File: src/verilog/opq_cfg.svh
// Build-time sizes of the vector-lane operand queue
// Included by the package and by every module that sizes a buffer
`ifndef OPQ_CFG_SVH
`define OPQ_CFG_SVH

// Operand word width in bits
`define OPQ_ELEN 64

// Vector length in bits, bounds the element count of a command
`define OPQ_VLEN 1024

// Command buffer depth
`define OPQ_CMD_DEPTH 2

// Operand buffer depth, also the number of credits toward the register file
`define OPQ_DATA_DEPTH 2

// Number of consumer ready lines
`define OPQ_NR_SLAVES 2

`endif

File: src/verilog/opq_pkg.sv
// Shared types of the operand queue: word and count vectors, encodings, command
// Compile before any module of the queue
`include "opq_cfg.svh"

package opq_pkg;

  typedef logic [`OPQ_ELEN-1:0]              elen_t;
  typedef logic [$clog2(`OPQ_VLEN+1)-1:0]    elem_cnt_t;
  typedef logic [$clog2(`OPQ_ELEN/8)-1:0]    byte_sel_t;
  typedef logic [`OPQ_NR_SLAVES-1:0]         slave_rdy_t;

  // Element width
  typedef enum logic [1:0] {
    EW8  = 2'd0,
    EW16 = 2'd1,
    EW32 = 2'd2,
    EW64 = 2'd3
  } eew_e;

  // Integer widening applied on the way out
  typedef enum logic [2:0] {
    CONV_NONE  = 3'd0,
    CONV_SEXT2 = 3'd1,
    CONV_SEXT4 = 3'd2,
    CONV_SEXT8 = 3'd3,
    CONV_ZEXT2 = 3'd4,
    CONV_ZEXT4 = 3'd5,
    CONV_ZEXT8 = 3'd6
  } conv_e;

  typedef enum logic {
    FU_ALU_SLDU     = 1'b0,
    FU_MFPU_ADDRGEN = 1'b1
  } target_fu_e;

  typedef struct packed {
    conv_e      conv;
    eew_e       eew;
    elem_cnt_t  elem_count;
    target_fu_e target_fu;
  } opq_cmd_t;

endpackage

File: src/verilog/operand_queue.sv
// Vector-lane operand queue top level
// Buffers commands and register file words, widens them and hands them to the FUs
`timescale 1ns/1ns
`include "opq_cfg.svh"

module operand_queue import opq_pkg::*; (
  input  logic       clk_i,
  input  logic       rst_ni,
  input  logic       flush_i,
  // Operand requester
  input  opq_cmd_t   cmd_i,
  input  logic       cmd_valid_i,
  // Register file
  input  elen_t      operand_i,
  input  logic       operand_valid_i,
  input  logic       operand_issued_i,
  output logic       operand_ready_o,
  // Functional units
  output elen_t      operand_o,
  output target_fu_e operand_target_fu_o,
  output logic       operand_valid_o,
  input  slave_rdy_t operand_ready_i
);

  opq_cmd_t  head_cmd;
  logic      cmd_empty;
  logic      cmd_pop;
  elen_t     head_word;
  logic      word_present;
  logic      word_pop;
  byte_sel_t sel;

  opq_fifo #(
    .DEPTH (`OPQ_CMD_DEPTH),
    .dtype (opq_cmd_t     )
  ) i_cmd_buffer (
    .clk_i   (clk_i      ),
    .rst_ni  (rst_ni     ),
    .flush_i (flush_i    ),
    .push_i  (cmd_valid_i),
    .data_i  (cmd_i      ),
    .pop_i   (cmd_pop    ),
    .data_o  (head_cmd   ),
    .empty_o (cmd_empty  ),
    .full_o  (           )
  );

  opq_operand_buffer i_operand_buffer (
    .clk_i            (clk_i           ),
    .rst_ni           (rst_ni          ),
    .flush_i          (flush_i         ),
    .operand_valid_i  (operand_valid_i ),
    .operand_i        (operand_i       ),
    .operand_issued_i (operand_issued_i),
    .pop_i            (word_pop        ),
    .head_o           (head_word       ),
    .present_o        (word_present    ),
    .operand_ready_o  (operand_ready_o )
  );

  opq_widen i_widen (
    .word_i (head_word),
    .cmd_i  (head_cmd ),
    .sel_i  (sel      ),
    .word_o (operand_o)
  );

  opq_issue_ctrl i_issue_ctrl (
    .clk_i           (clk_i          ),
    .rst_ni          (rst_ni         ),
    .flush_i         (flush_i        ),
    .cmd_i           (head_cmd       ),
    .word_present_i  (word_present   ),
    .cmd_present_i   (!cmd_empty     ),
    .operand_ready_i (operand_ready_i),
    .sel_o           (sel            ),
    .operand_valid_o (operand_valid_o),
    .word_pop_o      (word_pop       ),
    .cmd_pop_o       (cmd_pop        )
  );

  // Target FU comes straight from the head command
  assign operand_target_fu_o = head_cmd.target_fu;

endmodule

File: src/verilog/opq_fifo.sv
// Synchronous circular FIFO with flush, head word visible on data_o
// Used for both the command buffer and the operand buffer
`timescale 1ns/1ns

module opq_fifo #(
  parameter int unsigned DEPTH = 2,
  parameter type         dtype = logic
) (
  input  logic clk_i,
  input  logic rst_ni,
  input  logic flush_i,
  input  logic push_i,
  input  dtype data_i,
  input  logic pop_i,
  output dtype data_o,
  output logic empty_o,
  output logic full_o
);

  localparam int unsigned PtrW = (DEPTH > 1) ? $clog2(DEPTH) : 1;
  localparam int unsigned CntW = $clog2(DEPTH + 1);

  dtype            mem_q [DEPTH];
  logic [PtrW-1:0] wr_ptr_q, rd_ptr_q;
  logic [CntW-1:0] count_q;
  logic            do_push, do_pop;

  // Pointer increment with wrap at DEPTH
  function automatic logic [PtrW-1:0] next_ptr(logic [PtrW-1:0] ptr);
    return (ptr == PtrW'(DEPTH - 1)) ? '0 : ptr + 1'b1;
  endfunction

  assign empty_o = (count_q == '0);
  assign full_o  = (count_q == CntW'(DEPTH));
  assign do_push = push_i & ~full_o;
  assign do_pop  = pop_i & ~empty_o;
  assign data_o  = mem_q[rd_ptr_q];

  always_ff @(posedge clk_i or negedge rst_ni) begin
    if (!rst_ni) begin
      wr_ptr_q <= '0;
      rd_ptr_q <= '0;
      count_q  <= '0;
    end else if (flush_i) begin
      wr_ptr_q <= '0;
      rd_ptr_q <= '0;
      count_q  <= '0;
    end else begin
      if (do_push) wr_ptr_q <= next_ptr(wr_ptr_q);
      if (do_pop) rd_ptr_q <= next_ptr(rd_ptr_q);
      count_q <= count_q + CntW'(do_push) - CntW'(do_pop);
    end
  end

  always_ff @(posedge clk_i) begin
    if (do_push) mem_q[wr_ptr_q] <= data_i;
  end

endmodule

File: src/verilog/opq_issue_ctrl.sv
// Output side of the operand queue: beat detection, select pointer, element count
// Decides when the head word and the head command are used up
`timescale 1ns/1ns

module opq_issue_ctrl import opq_pkg::*; (
  input  logic       clk_i,
  input  logic       rst_ni,
  input  logic       flush_i,
  input  opq_cmd_t   cmd_i,
  input  logic       word_present_i,
  input  logic       cmd_present_i,
  input  slave_rdy_t operand_ready_i,
  output byte_sel_t  sel_o,
  output logic       operand_valid_o,
  output logic       word_pop_o,
  output logic       cmd_pop_o
);

  localparam int unsigned WordBytes = $bits(elen_t) / 8;

  byte_sel_t  select_d, select_q;
  elem_cnt_t  elem_count_d, elem_count_q;
  logic       transfer;
  logic [1:0] lg_factor;
  byte_sel_t  sel_step;
  elem_cnt_t  elem_step;

  // log2 of the widening factor, 0 means no widening
  always_comb begin
    case (cmd_i.conv)
      CONV_SEXT2, CONV_ZEXT2: lg_factor = 2'd1;
      CONV_SEXT4, CONV_ZEXT4: lg_factor = 2'd2;
      CONV_SEXT8, CONV_ZEXT8: lg_factor = 2'd3;
      default:                lg_factor = 2'd0;
    endcase
  end

  // Bytes and elements consumed per beat
  always_comb begin
    sel_step  = (lg_factor == 2'd0) ? '0 : byte_sel_t'(WordBytes >> lg_factor);
    elem_step = elem_cnt_t'((WordBytes >> cmd_i.eew) >> lg_factor);
    // Unsupported pairs still retire one element per beat
    if (elem_step == '0) elem_step = elem_cnt_t'(1);
  end

  assign operand_valid_o = word_present_i & cmd_present_i;
  assign transfer        = operand_valid_o & (|operand_ready_i);
  assign sel_o           = select_q;

  ////////////////////////////////////////////////////////////
  // Counter update and pops
  ////////////////////////////////////////////////////////////

  always_comb begin
    select_d     = select_q;
    elem_count_d = elem_count_q;
    word_pop_o   = 1'b0;
    cmd_pop_o    = 1'b0;
    if (transfer) begin
      select_d     = select_q + sel_step;
      elem_count_d = elem_count_q + elem_step;
      // Word is used up once select wraps back to byte 0
      if ((select_q != '0 && select_d == '0) || lg_factor == 2'd0) word_pop_o = 1'b1;
      if (elem_count_d >= cmd_i.elem_count) begin
        word_pop_o   = 1'b1;
        cmd_pop_o    = 1'b1;
        select_d     = '0;
        elem_count_d = '0;
      end
    end
    if (flush_i) begin
      select_d     = '0;
      elem_count_d = '0;
    end
  end

  always_ff @(posedge clk_i or negedge rst_ni) begin
    if (!rst_ni) begin
      select_q     <= '0;
      elem_count_q <= '0;
    end else begin
      select_q     <= select_d;
      elem_count_q <= elem_count_d;
    end
  end

endmodule

File: src/verilog/opq_operand_buffer.sv
// Input side of the operand queue: operand FIFO plus credit counter
// The credits drive operand_ready_o so the register file never overflows the FIFO
`timescale 1ns/1ns
`include "opq_cfg.svh"

module opq_operand_buffer import opq_pkg::*; (
  input  logic  clk_i,
  input  logic  rst_ni,
  input  logic  flush_i,
  input  logic  operand_valid_i,
  input  elen_t operand_i,
  input  logic  operand_issued_i,
  input  logic  pop_i,
  output elen_t head_o,
  output logic  present_o,
  output logic  operand_ready_o
);

  localparam int unsigned Depth = `OPQ_DATA_DEPTH;
  localparam int unsigned CntW  = $clog2(Depth + 1);

  logic            empty;
  logic [CntW-1:0] credit_d, credit_q;

  opq_fifo #(
    .DEPTH (Depth ),
    .dtype (elen_t)
  ) i_operand_fifo (
    .clk_i   (clk_i          ),
    .rst_ni  (rst_ni         ),
    .flush_i (flush_i        ),
    .push_i  (operand_valid_i),
    .data_i  (operand_i      ),
    .pop_i   (pop_i          ),
    .data_o  (head_o         ),
    .empty_o (empty          ),
    .full_o  (               )
  );

  assign present_o = ~empty;

  ////////////////////////////////////////////////////////////
  // Credits: one per announced word, returned on pop
  ////////////////////////////////////////////////////////////

  always_comb begin
    credit_d = credit_q + CntW'(operand_issued_i) - CntW'(pop_i);
    if (flush_i) credit_d = '0;
  end

  always_ff @(posedge clk_i or negedge rst_ni) begin
    if (!rst_ni) begin
      credit_q <= '0;
    end else begin
      credit_q <= credit_d;
    end
  end

  assign operand_ready_o = (credit_q < CntW'(Depth));

endmodule

File: src/verilog/opq_widen.sv
// Integer widening of the head operand word, purely combinational
// Extends the slice starting at the select byte by 2, 4 or 8 with sign or zeros
`timescale 1ns/1ns

module opq_widen import opq_pkg::*; (
  input  elen_t     word_i,
  input  opq_cmd_t  cmd_i,
  input  byte_sel_t sel_i,
  output elen_t     word_o
);

  localparam int unsigned ElenW = $bits(elen_t);

  // Source elements of w bits, packed contiguously from bit 0, each widened to w*f bits
  function automatic elen_t extend(elen_t src, int unsigned w, int unsigned f, logic sx);
    elen_t       res;
    int unsigned ow;
    int unsigned e;
    int unsigned p;
    res = '0;
    ow  = w * f;
    for (int unsigned b = 0; b < ElenW; b++) begin
      e      = b / ow;
      p      = b % ow;
      res[b] = (p < w) ? src[e*w + p] : (sx & src[e*w + w - 1]);
    end
    return res;
  endfunction

  elen_t      slice;
  logic       sign_ext;
  logic [1:0] lg_factor;

  // Natural byte order, slice starts at the select byte
  assign slice = word_i >> {sel_i, 3'b000};

  always_comb begin
    sign_ext  = 1'b0;
    lg_factor = 2'd0;
    case (cmd_i.conv)
      CONV_SEXT2: begin
        sign_ext  = 1'b1;
        lg_factor = 2'd1;
      end
      CONV_SEXT4: begin
        sign_ext  = 1'b1;
        lg_factor = 2'd2;
      end
      CONV_SEXT8: begin
        sign_ext  = 1'b1;
        lg_factor = 2'd3;
      end
      CONV_ZEXT2: lg_factor = 2'd1;
      CONV_ZEXT4: lg_factor = 2'd2;
      CONV_ZEXT8: lg_factor = 2'd3;
      default: ;
    endcase
  end

  // Unsupported width and factor pairs leave the word as it is
  always_comb begin
    word_o = word_i;
    case ({lg_factor, cmd_i.eew})
      {2'd1, EW8}:  word_o = extend(slice, 8, 2, sign_ext);
      {2'd1, EW16}: word_o = extend(slice, 16, 2, sign_ext);
      {2'd1, EW32}: word_o = extend(slice, 32, 2, sign_ext);
      {2'd2, EW8}:  word_o = extend(slice, 8, 4, sign_ext);
      {2'd2, EW16}: word_o = extend(slice, 16, 4, sign_ext);
      {2'd3, EW8}:  word_o = extend(slice, 8, 8, sign_ext);
      default: ;
    endcase
  end

endmodule
File: config.mk
export PLATFORM = sky130hd
export DESIGN_NAME = operand_queue
export DESIGN_NICKNAME = d
export VERILOG_FILES = /design/src/verilog/opq_pkg.sv /design/src/verilog/operand_queue.sv /design/src/verilog/opq_fifo.sv /design/src/verilog/opq_issue_ctrl.sv /design/src/verilog/opq_operand_buffer.sv /design/src/verilog/opq_widen.sv
export VERILOG_INCLUDE_DIRS = /design/src /design/src/verilog
export SDC_FILE = /design/constraint.sdc
export NUM_CORES = 1
export LEC_CHECK = 0
export BUFFER_PORTS_ARGS = -buffer_cell sky130_fd_sc_hd__buf_4
export CORE_ASPECT_RATIO = 1.4
export CORE_MARGIN = 5
export CORE_UTILIZATION = 35
export CTS_CLUSTER_DIAMETER = 200
export DETAILED_ROUTE_END_ITERATION = 6
export PLACE_DENSITY = 0.56
export SLEW_MARGIN = 15
export SYNTH_ARGS = -nofsm -noshare
export SYNTH_HDL_FRONTEND = slang
export SYNTH_HIERARCHICAL = 1
export SYNTH_SLANG_ARGS = --single-unit
File: constraint.sdc
create_clock -name clk_i -period 5.85 [get_ports clk_i]
set_input_delay 1.17 -clock clk_i [delete_from_list [all_inputs] [get_ports clk_i]]
set_output_delay 1.17 -clock clk_i [all_outputs]
set_load 0.1 [all_outputs]
* After elaboration in Yosys (flattened, before gate mapping)
Memory sizes are Yosys's and may differ from the RTL's.
Cells that the tools add are included.
** Word-level totals
- Register bits after elaboration :: 24
- Bits in latches :: 0
- Bits in writable memories :: 162
- Memory bits (read-only) :: 0
- Bits of input ports :: 89
- Memories :: 2
** Operators by class
- Add/sub/neg operators :: 12
- Multipliers :: 0
- Divide/modulo/power cells :: 0
- Order comparisons :: 2
- Equality and inequality tests :: 14
- Shift-type cells :: 4
- Muxes and demuxes :: 35
- Bitwise logic cells :: 14
- Reduce and logical (&&, ||, !) cells :: 19
** Memory list
- i_operand_buffer.i_operand_fifo.mem_q :: words 2, bits a word 64, read ports 1, clocked after memory_dff 0, wr ports 1, line opq_fifo.sv:23 : dtype mem_q [DEPTH];
- i_cmd_buffer.mem_q :: words 2, bits a word 17, read ports 1, clocked after memory_dff 0, wr ports 1, line opq_fifo.sv:23
** Operators by type and width (count)
- 64-bit one-hot mux with 6 select lines :: 1
- 64-bit by 6-bit >> shifter with 32-bit output :: 1
- 11-bit 2-to-1 mux :: 4
- 32-bit by 2-bit >> shifter with 11-bit output :: 1
- 4-bit by 2-bit >> shifter with 32-bit output, first input constant :: 1
- 1-bit 2-to-1 mux :: 22
- 4-bit by 3-bit equality test with 1-bit output, second input constant :: 3
- 4-bit equality test, second input constant :: 3
- 3-bit 2-to-1 mux :: 4
- 11-bit adder :: 1
- 11-bit >= comparator :: 1
- 11-bit logical NOT :: 1
- 1-bit AND :: 10
- 2-bit nonzero test :: 5
- 3-bit equality test, second input constant :: 3
- 2-bit OR reduction :: 4
- 2-bit by 1-bit adder with 2-bit output :: 3
- 3-bit by 2-bit equality test with 1-bit output, second input constant :: 2
- 2-bit logical NOT :: 3
- 2-bit 2-to-1 mux :: 3
- 2-bit one-hot mux with 3 select lines :: 1
- 2-bit by 1-bit subtractor with 2-bit output :: 3
- 1-bit adder, second input constant :: 4
- 2-bit equality test, second input constant :: 2
- other kinds (11) :: 14

* Logic depth before layout (Yosys ltp)
An unclocked memory read counts as a cell.
- Depth after elaboration :: 16
- Gate-level depth with buffers :: 27

* Modules after synthesis
The synthesis kept the hierarchy.
** By module, submodules not included
- opq_fifo (i_operand_buffer.i_operand_fifo) :: instances 1, cells an instance 224, area each 4863.4 sq um, sequential area each 3943.8 sq um
- opq_widen :: instances 1, cells an instance 340, area each 2660.1 sq um, sequential area each 0.0 sq um
- opq_fifo (i_cmd_buffer) :: instances 1, cells an instance 78, area each 1455.1 sq um, sequential area each 1121.1 sq um
- opq_issue_ctrl :: instances 1, cells an instance 148, area each 1348.8 sq um, sequential area each 350.3 sq um
- opq_operand_buffer :: instances 1, cells an instance 11, area each 122.6 sq um, sequential area each 50.0 sq um
- operand_queue :: instances 1, cells an instance 1, area each 3.8 sq um, sequential area each 0.0 sq um

* Worst setup path after synthesis
No wires, ideal clock.
- Path kind :: register to output
- Start :: register i_cmd_buffer.rd_ptr_q
- End :: output port operand_o[5]
- Arrival time :: 4270 ps
- Required time :: 4680 ps
- Setup slack :: 410 ps
- Stages on the path, launching flop included :: 11
- Path through :: dfrtp_1 buf_2 buf_4 mux2_2 buf_2 a21oi_1 nand2_1 a221o_1 buf_2 clkbuf_1 o21ai_0
** RTL lines
- from (decl) :: line opq_fifo.sv:24 : logic [PtrW-1:0] wr_ptr_q, rd_ptr_q;
- from (signal assigned) :: line opq_fifo.sv:50 : if (do_pop) rd_ptr_q <= next_ptr(rd_ptr_q);
- to (decl) :: line operand_queue.sv:19 : output elen_t operand_o,

==> key figures <==
Global routing
  • Gr busiest metal: met2
  • Vias in the first global route: 7406
  • GR Util met2: 32.3%
  • Met1 usage: 19.2%
  • Pin count of the biggest net entering global routing: 52
  • M3 GR Usage: 3.53%
  • Gr ovfl total: 0
  • GRT Overall Usage: between 10% and 20%
  • First-pass GRT wire length: 43800 microns
  • Initial antenna violation count: 0

Power and ir drop
  • PD cells: 329 mW/mm^2
  • Peak supply drop: ~0.22 mV
  • Tot Pwr: between 4 and 5 mW
  • Leakage Power: 4.78 nW

Timing
  • Setup TNS: 0 ns
  • Final Max Tran Viols: 0
  • Worst-Margin Slew: 0.988 ns
  • Worst Skew: between 0.01 and 0.015 ns
  • RSZ-0062 raised after global routing: no
  • Normalized max-slew margin: between 30% and 40%
  • Hold slack: 0.513 ns
  • Final Hold Fails: 0
  • Fmax: 0.187 GHz
  • Final min period: roughly 5.3 ns
  • # setup viols final: 0
  • Crit share post-route: 91.3%

Min path
  • Worst Hold Class: reg2reg

Die
  • Die Width: 156 microns
  • Die ar.: 0.0335 sq mm
  • Die Y: 214 microns
  • Initial Utilization: 35.1%
  • Core Region: 0.0297 sq mm
  • I/O pin count: 156
  • Row count: between 70 and 80

Setup path
  • Crit. End Element: flip-flop
  • CP startpoint kind: flip-flop
  • Crit Path Category: reg2reg
  • Req. time, crit path: 6.21 ns
  • Critical Path AT: 5.71 ns
  • Crit path max fanout: 25

Drt
  • Routed Wire Length: ~30000 microns
  • DRT iter0 DRCs: roughly 370
  • TritonRoute pass-1 iters: 5
  • Drc violations: 0
  • Via Count: 7187
  • Post-route ant nets: 0
  • Via density: 5.38
  • Avg WL per Cell: around 22 microns

Synthesis
  • Synth top area share: 46.5%
  • Avg Inst Size Synth: about 13 sq um
  • Mapped cell area: 0.0105 sq mm
  • Register area share after synthesis: 52.3%
  • FFs w/ async S/R, synth: between 10% and 20%
  • Yosys top cell by area: edfxtp_1
  • Post-synth EDFFs: about 160
  • Synth cell types: 75
  • Cells after Synth: 802
  • Synth warn: 6
  • Dominant cell by count in the synthesized netlist: edfxtp_1
  • Commonest cells in the netlist: edfxtp_1, mux2_2, mux2i_1, nor2_1, nand2_1
  • Number of synthesized register bits: approximately 190
  • Top_reg_cell synth: edfxtp_1
  • Synth top area cells: edfxtp_1, mux2_2, dfrtp_1
  • Syn Nets: 915

Clock tree
  • Reg clk slew, reported paths: about 0.07 ns
  • Post-CTS setup buffer count: 0
  • H-tree depth: 4
  • Post-CTS Hold Buffers: 0
  • Root buf cell: clkbuf_16
  • Clock Sink Count: between 150 and 200
  • CTS tree: built
  • Post-CTS Resized: 0
  • Worst skew pair latency: 0.45 ns
  • Clk buf depth: 2
  • Inserted Clock Buffers: 17

Placement
  • Placed Instances: 1303
  • DP HPWL: 21700 microns
  • Buffers on Ports: 155
  • GPL Wtd Cong: 0.905

Cells and area
  • Final Non-Filler Cells: 1335
  • Fillcell total: approximately 2800
  • Final core utilization: 42.0%
  • Diodes inserted: 0
  • Layout Nets: roughly 1100
  • Area growth syn-to-layout: 19.4%
  • Share of cells above drive strength 1: 35.9%

Status
  • Status: complete, no violations

Flow run
  • Max Cap Violations: 0
-- final cells by class --
class / count / area [sq um] / area share (%)
Clock buffer: 17 / 425 / 3.41
Clock inverter: 15 / 160 / 1.28
Inverter: 28 / 105 / 0.842
Multi-Input combinational cell: 536 / 4570 / 36.6
Sequential cell: 186 / 5470 / 43.8
Tap cell: 385 / 482 / 3.86
Timing Repair Buffer: 168 / 1270 / 10.2
-- cell families after synthesis --
kind of cell / synth area share (%)
AND/OR/NAND/NOR: 7.47
AO/OA/AOI/OAI: 13.9
adder cells (fa/ha/maj): 3.02
multiplexers: 17.4
XOR/XNOR: 1.97
buffers and inverters: 4.02
flip-flops: 52.3
-- stage by stage --
step	area [sq um]	setup slack, ns
after global placement	11900	0.629
after detailed placement	11900	0.501
after CTS	12500	0.491
after floorplan	10500	0.410
after global routing	12500	0.129
final	12500	0.506
-- report_power, final --
group,total [mW],internal (mW),switching (mW)
clock,1.15,0.636,0.518
sequential,1.57,1.54,0.0298
combinational,1.38,0.360,1.02
-- state kept, by name, summed over array words and instances, names as in the netlist --
signal                                    cells
i_cmd_buffer/count_q                          2
i_cmd_buffer/mem_q                           34
i_cmd_buffer/rd_ptr_q                         1
i_cmd_buffer/wr_ptr_q                         1
i_issue_ctrl/elem_count_q                    11
i_issue_ctrl/sel_o                            3
i_operand_buffer/credit_q                     2
i_operand_buffer/i_operand_fifo/count_q       2
i_operand_buffer/i_operand_fifo/mem_q       128
i_operand_buffer/i_operand_fifo/rd_ptr_q      1
i_operand_buffer/i_operand_fifo/wr_ptr_q      1
-- critical path, stage by stage (launching register included) --
cell	delay (ns)
dfrtp_1	0.45
mux2_2	0.55
xor2_1	0.23
nor2_1	0.11
a21oi_1	0.04
o21ai_0	0.30
ha_1	0.32
a211o_1	0.28
a21oi_1	0.26
nor3b_1	0.11
xor2_1	0.17
ha_1	0.30
and3_1	0.20
a221oi_1	0.23
o21ai_1	0.18
a21oi_1	0.30
a31oi_1	0.16
o21a_1	0.16
ha_1	0.27
inv_1	0.04
ha_1	0.17
xor2_1	0.14
and2_1	0.15
nor3_1	0.12
-- cells in the final DEF (no fill, tap or decap), drive strengths merged, types with 17 or more instances in the layout --
cell type  netlist  final
a21o            17     17
a21oi           22     22
buf             36    168
clkbuf          16     17
dfrtp           24     24
edfxtp         162    162
ha              22     22
inv             28     34
mux2           103    103
mux2i           47     47
nand2           35     35
nor2            38     38
o21ai           27     27
o22a            31     31
o22ai           23     23
-- path summary, 6_finish.rpt --
check	from	endpoint	slack, ns	cells past startpoint
worst max-delay path	i_cmd_buffer/rd_ptr_q	i_operand_buffer/i_operand_fifo/count_q[1]	0.51	23
worst min-delay path	i_issue_ctrl/elem_count_q[0]	i_issue_ctrl/elem_count_q[0]	0.51	1
worst max register to register	i_cmd_buffer/rd_ptr_q	i_operand_buffer/i_operand_fifo/count_q[1]	0.51	23
worst min register to register	i_issue_ctrl/elem_count_q[0]	i_issue_ctrl/elem_count_q[0]	0.51	1
max in group asynchronous	rst_ni	i_issue_ctrl/sel_o[0]	4.93	1
min in group asynchronous	rst_ni	i_issue_ctrl/elem_count_q[5]	0.63	1
-- metal layers --
| metal | wire [microns] | part of all wire, % | up-vias |
|---|---|---|---|
| met1 | 11100 | 38 | 3582 |
| met3 | 1420 | 4.9 | 38 |
| met2 | 15900 | 54 | 198 |
| li1 | - | - | 3369 |
| met4 | 751 | 2.6 | 0 |
| met5 | 0 | 0 | - |
Power figures use the tool's default switching activity.
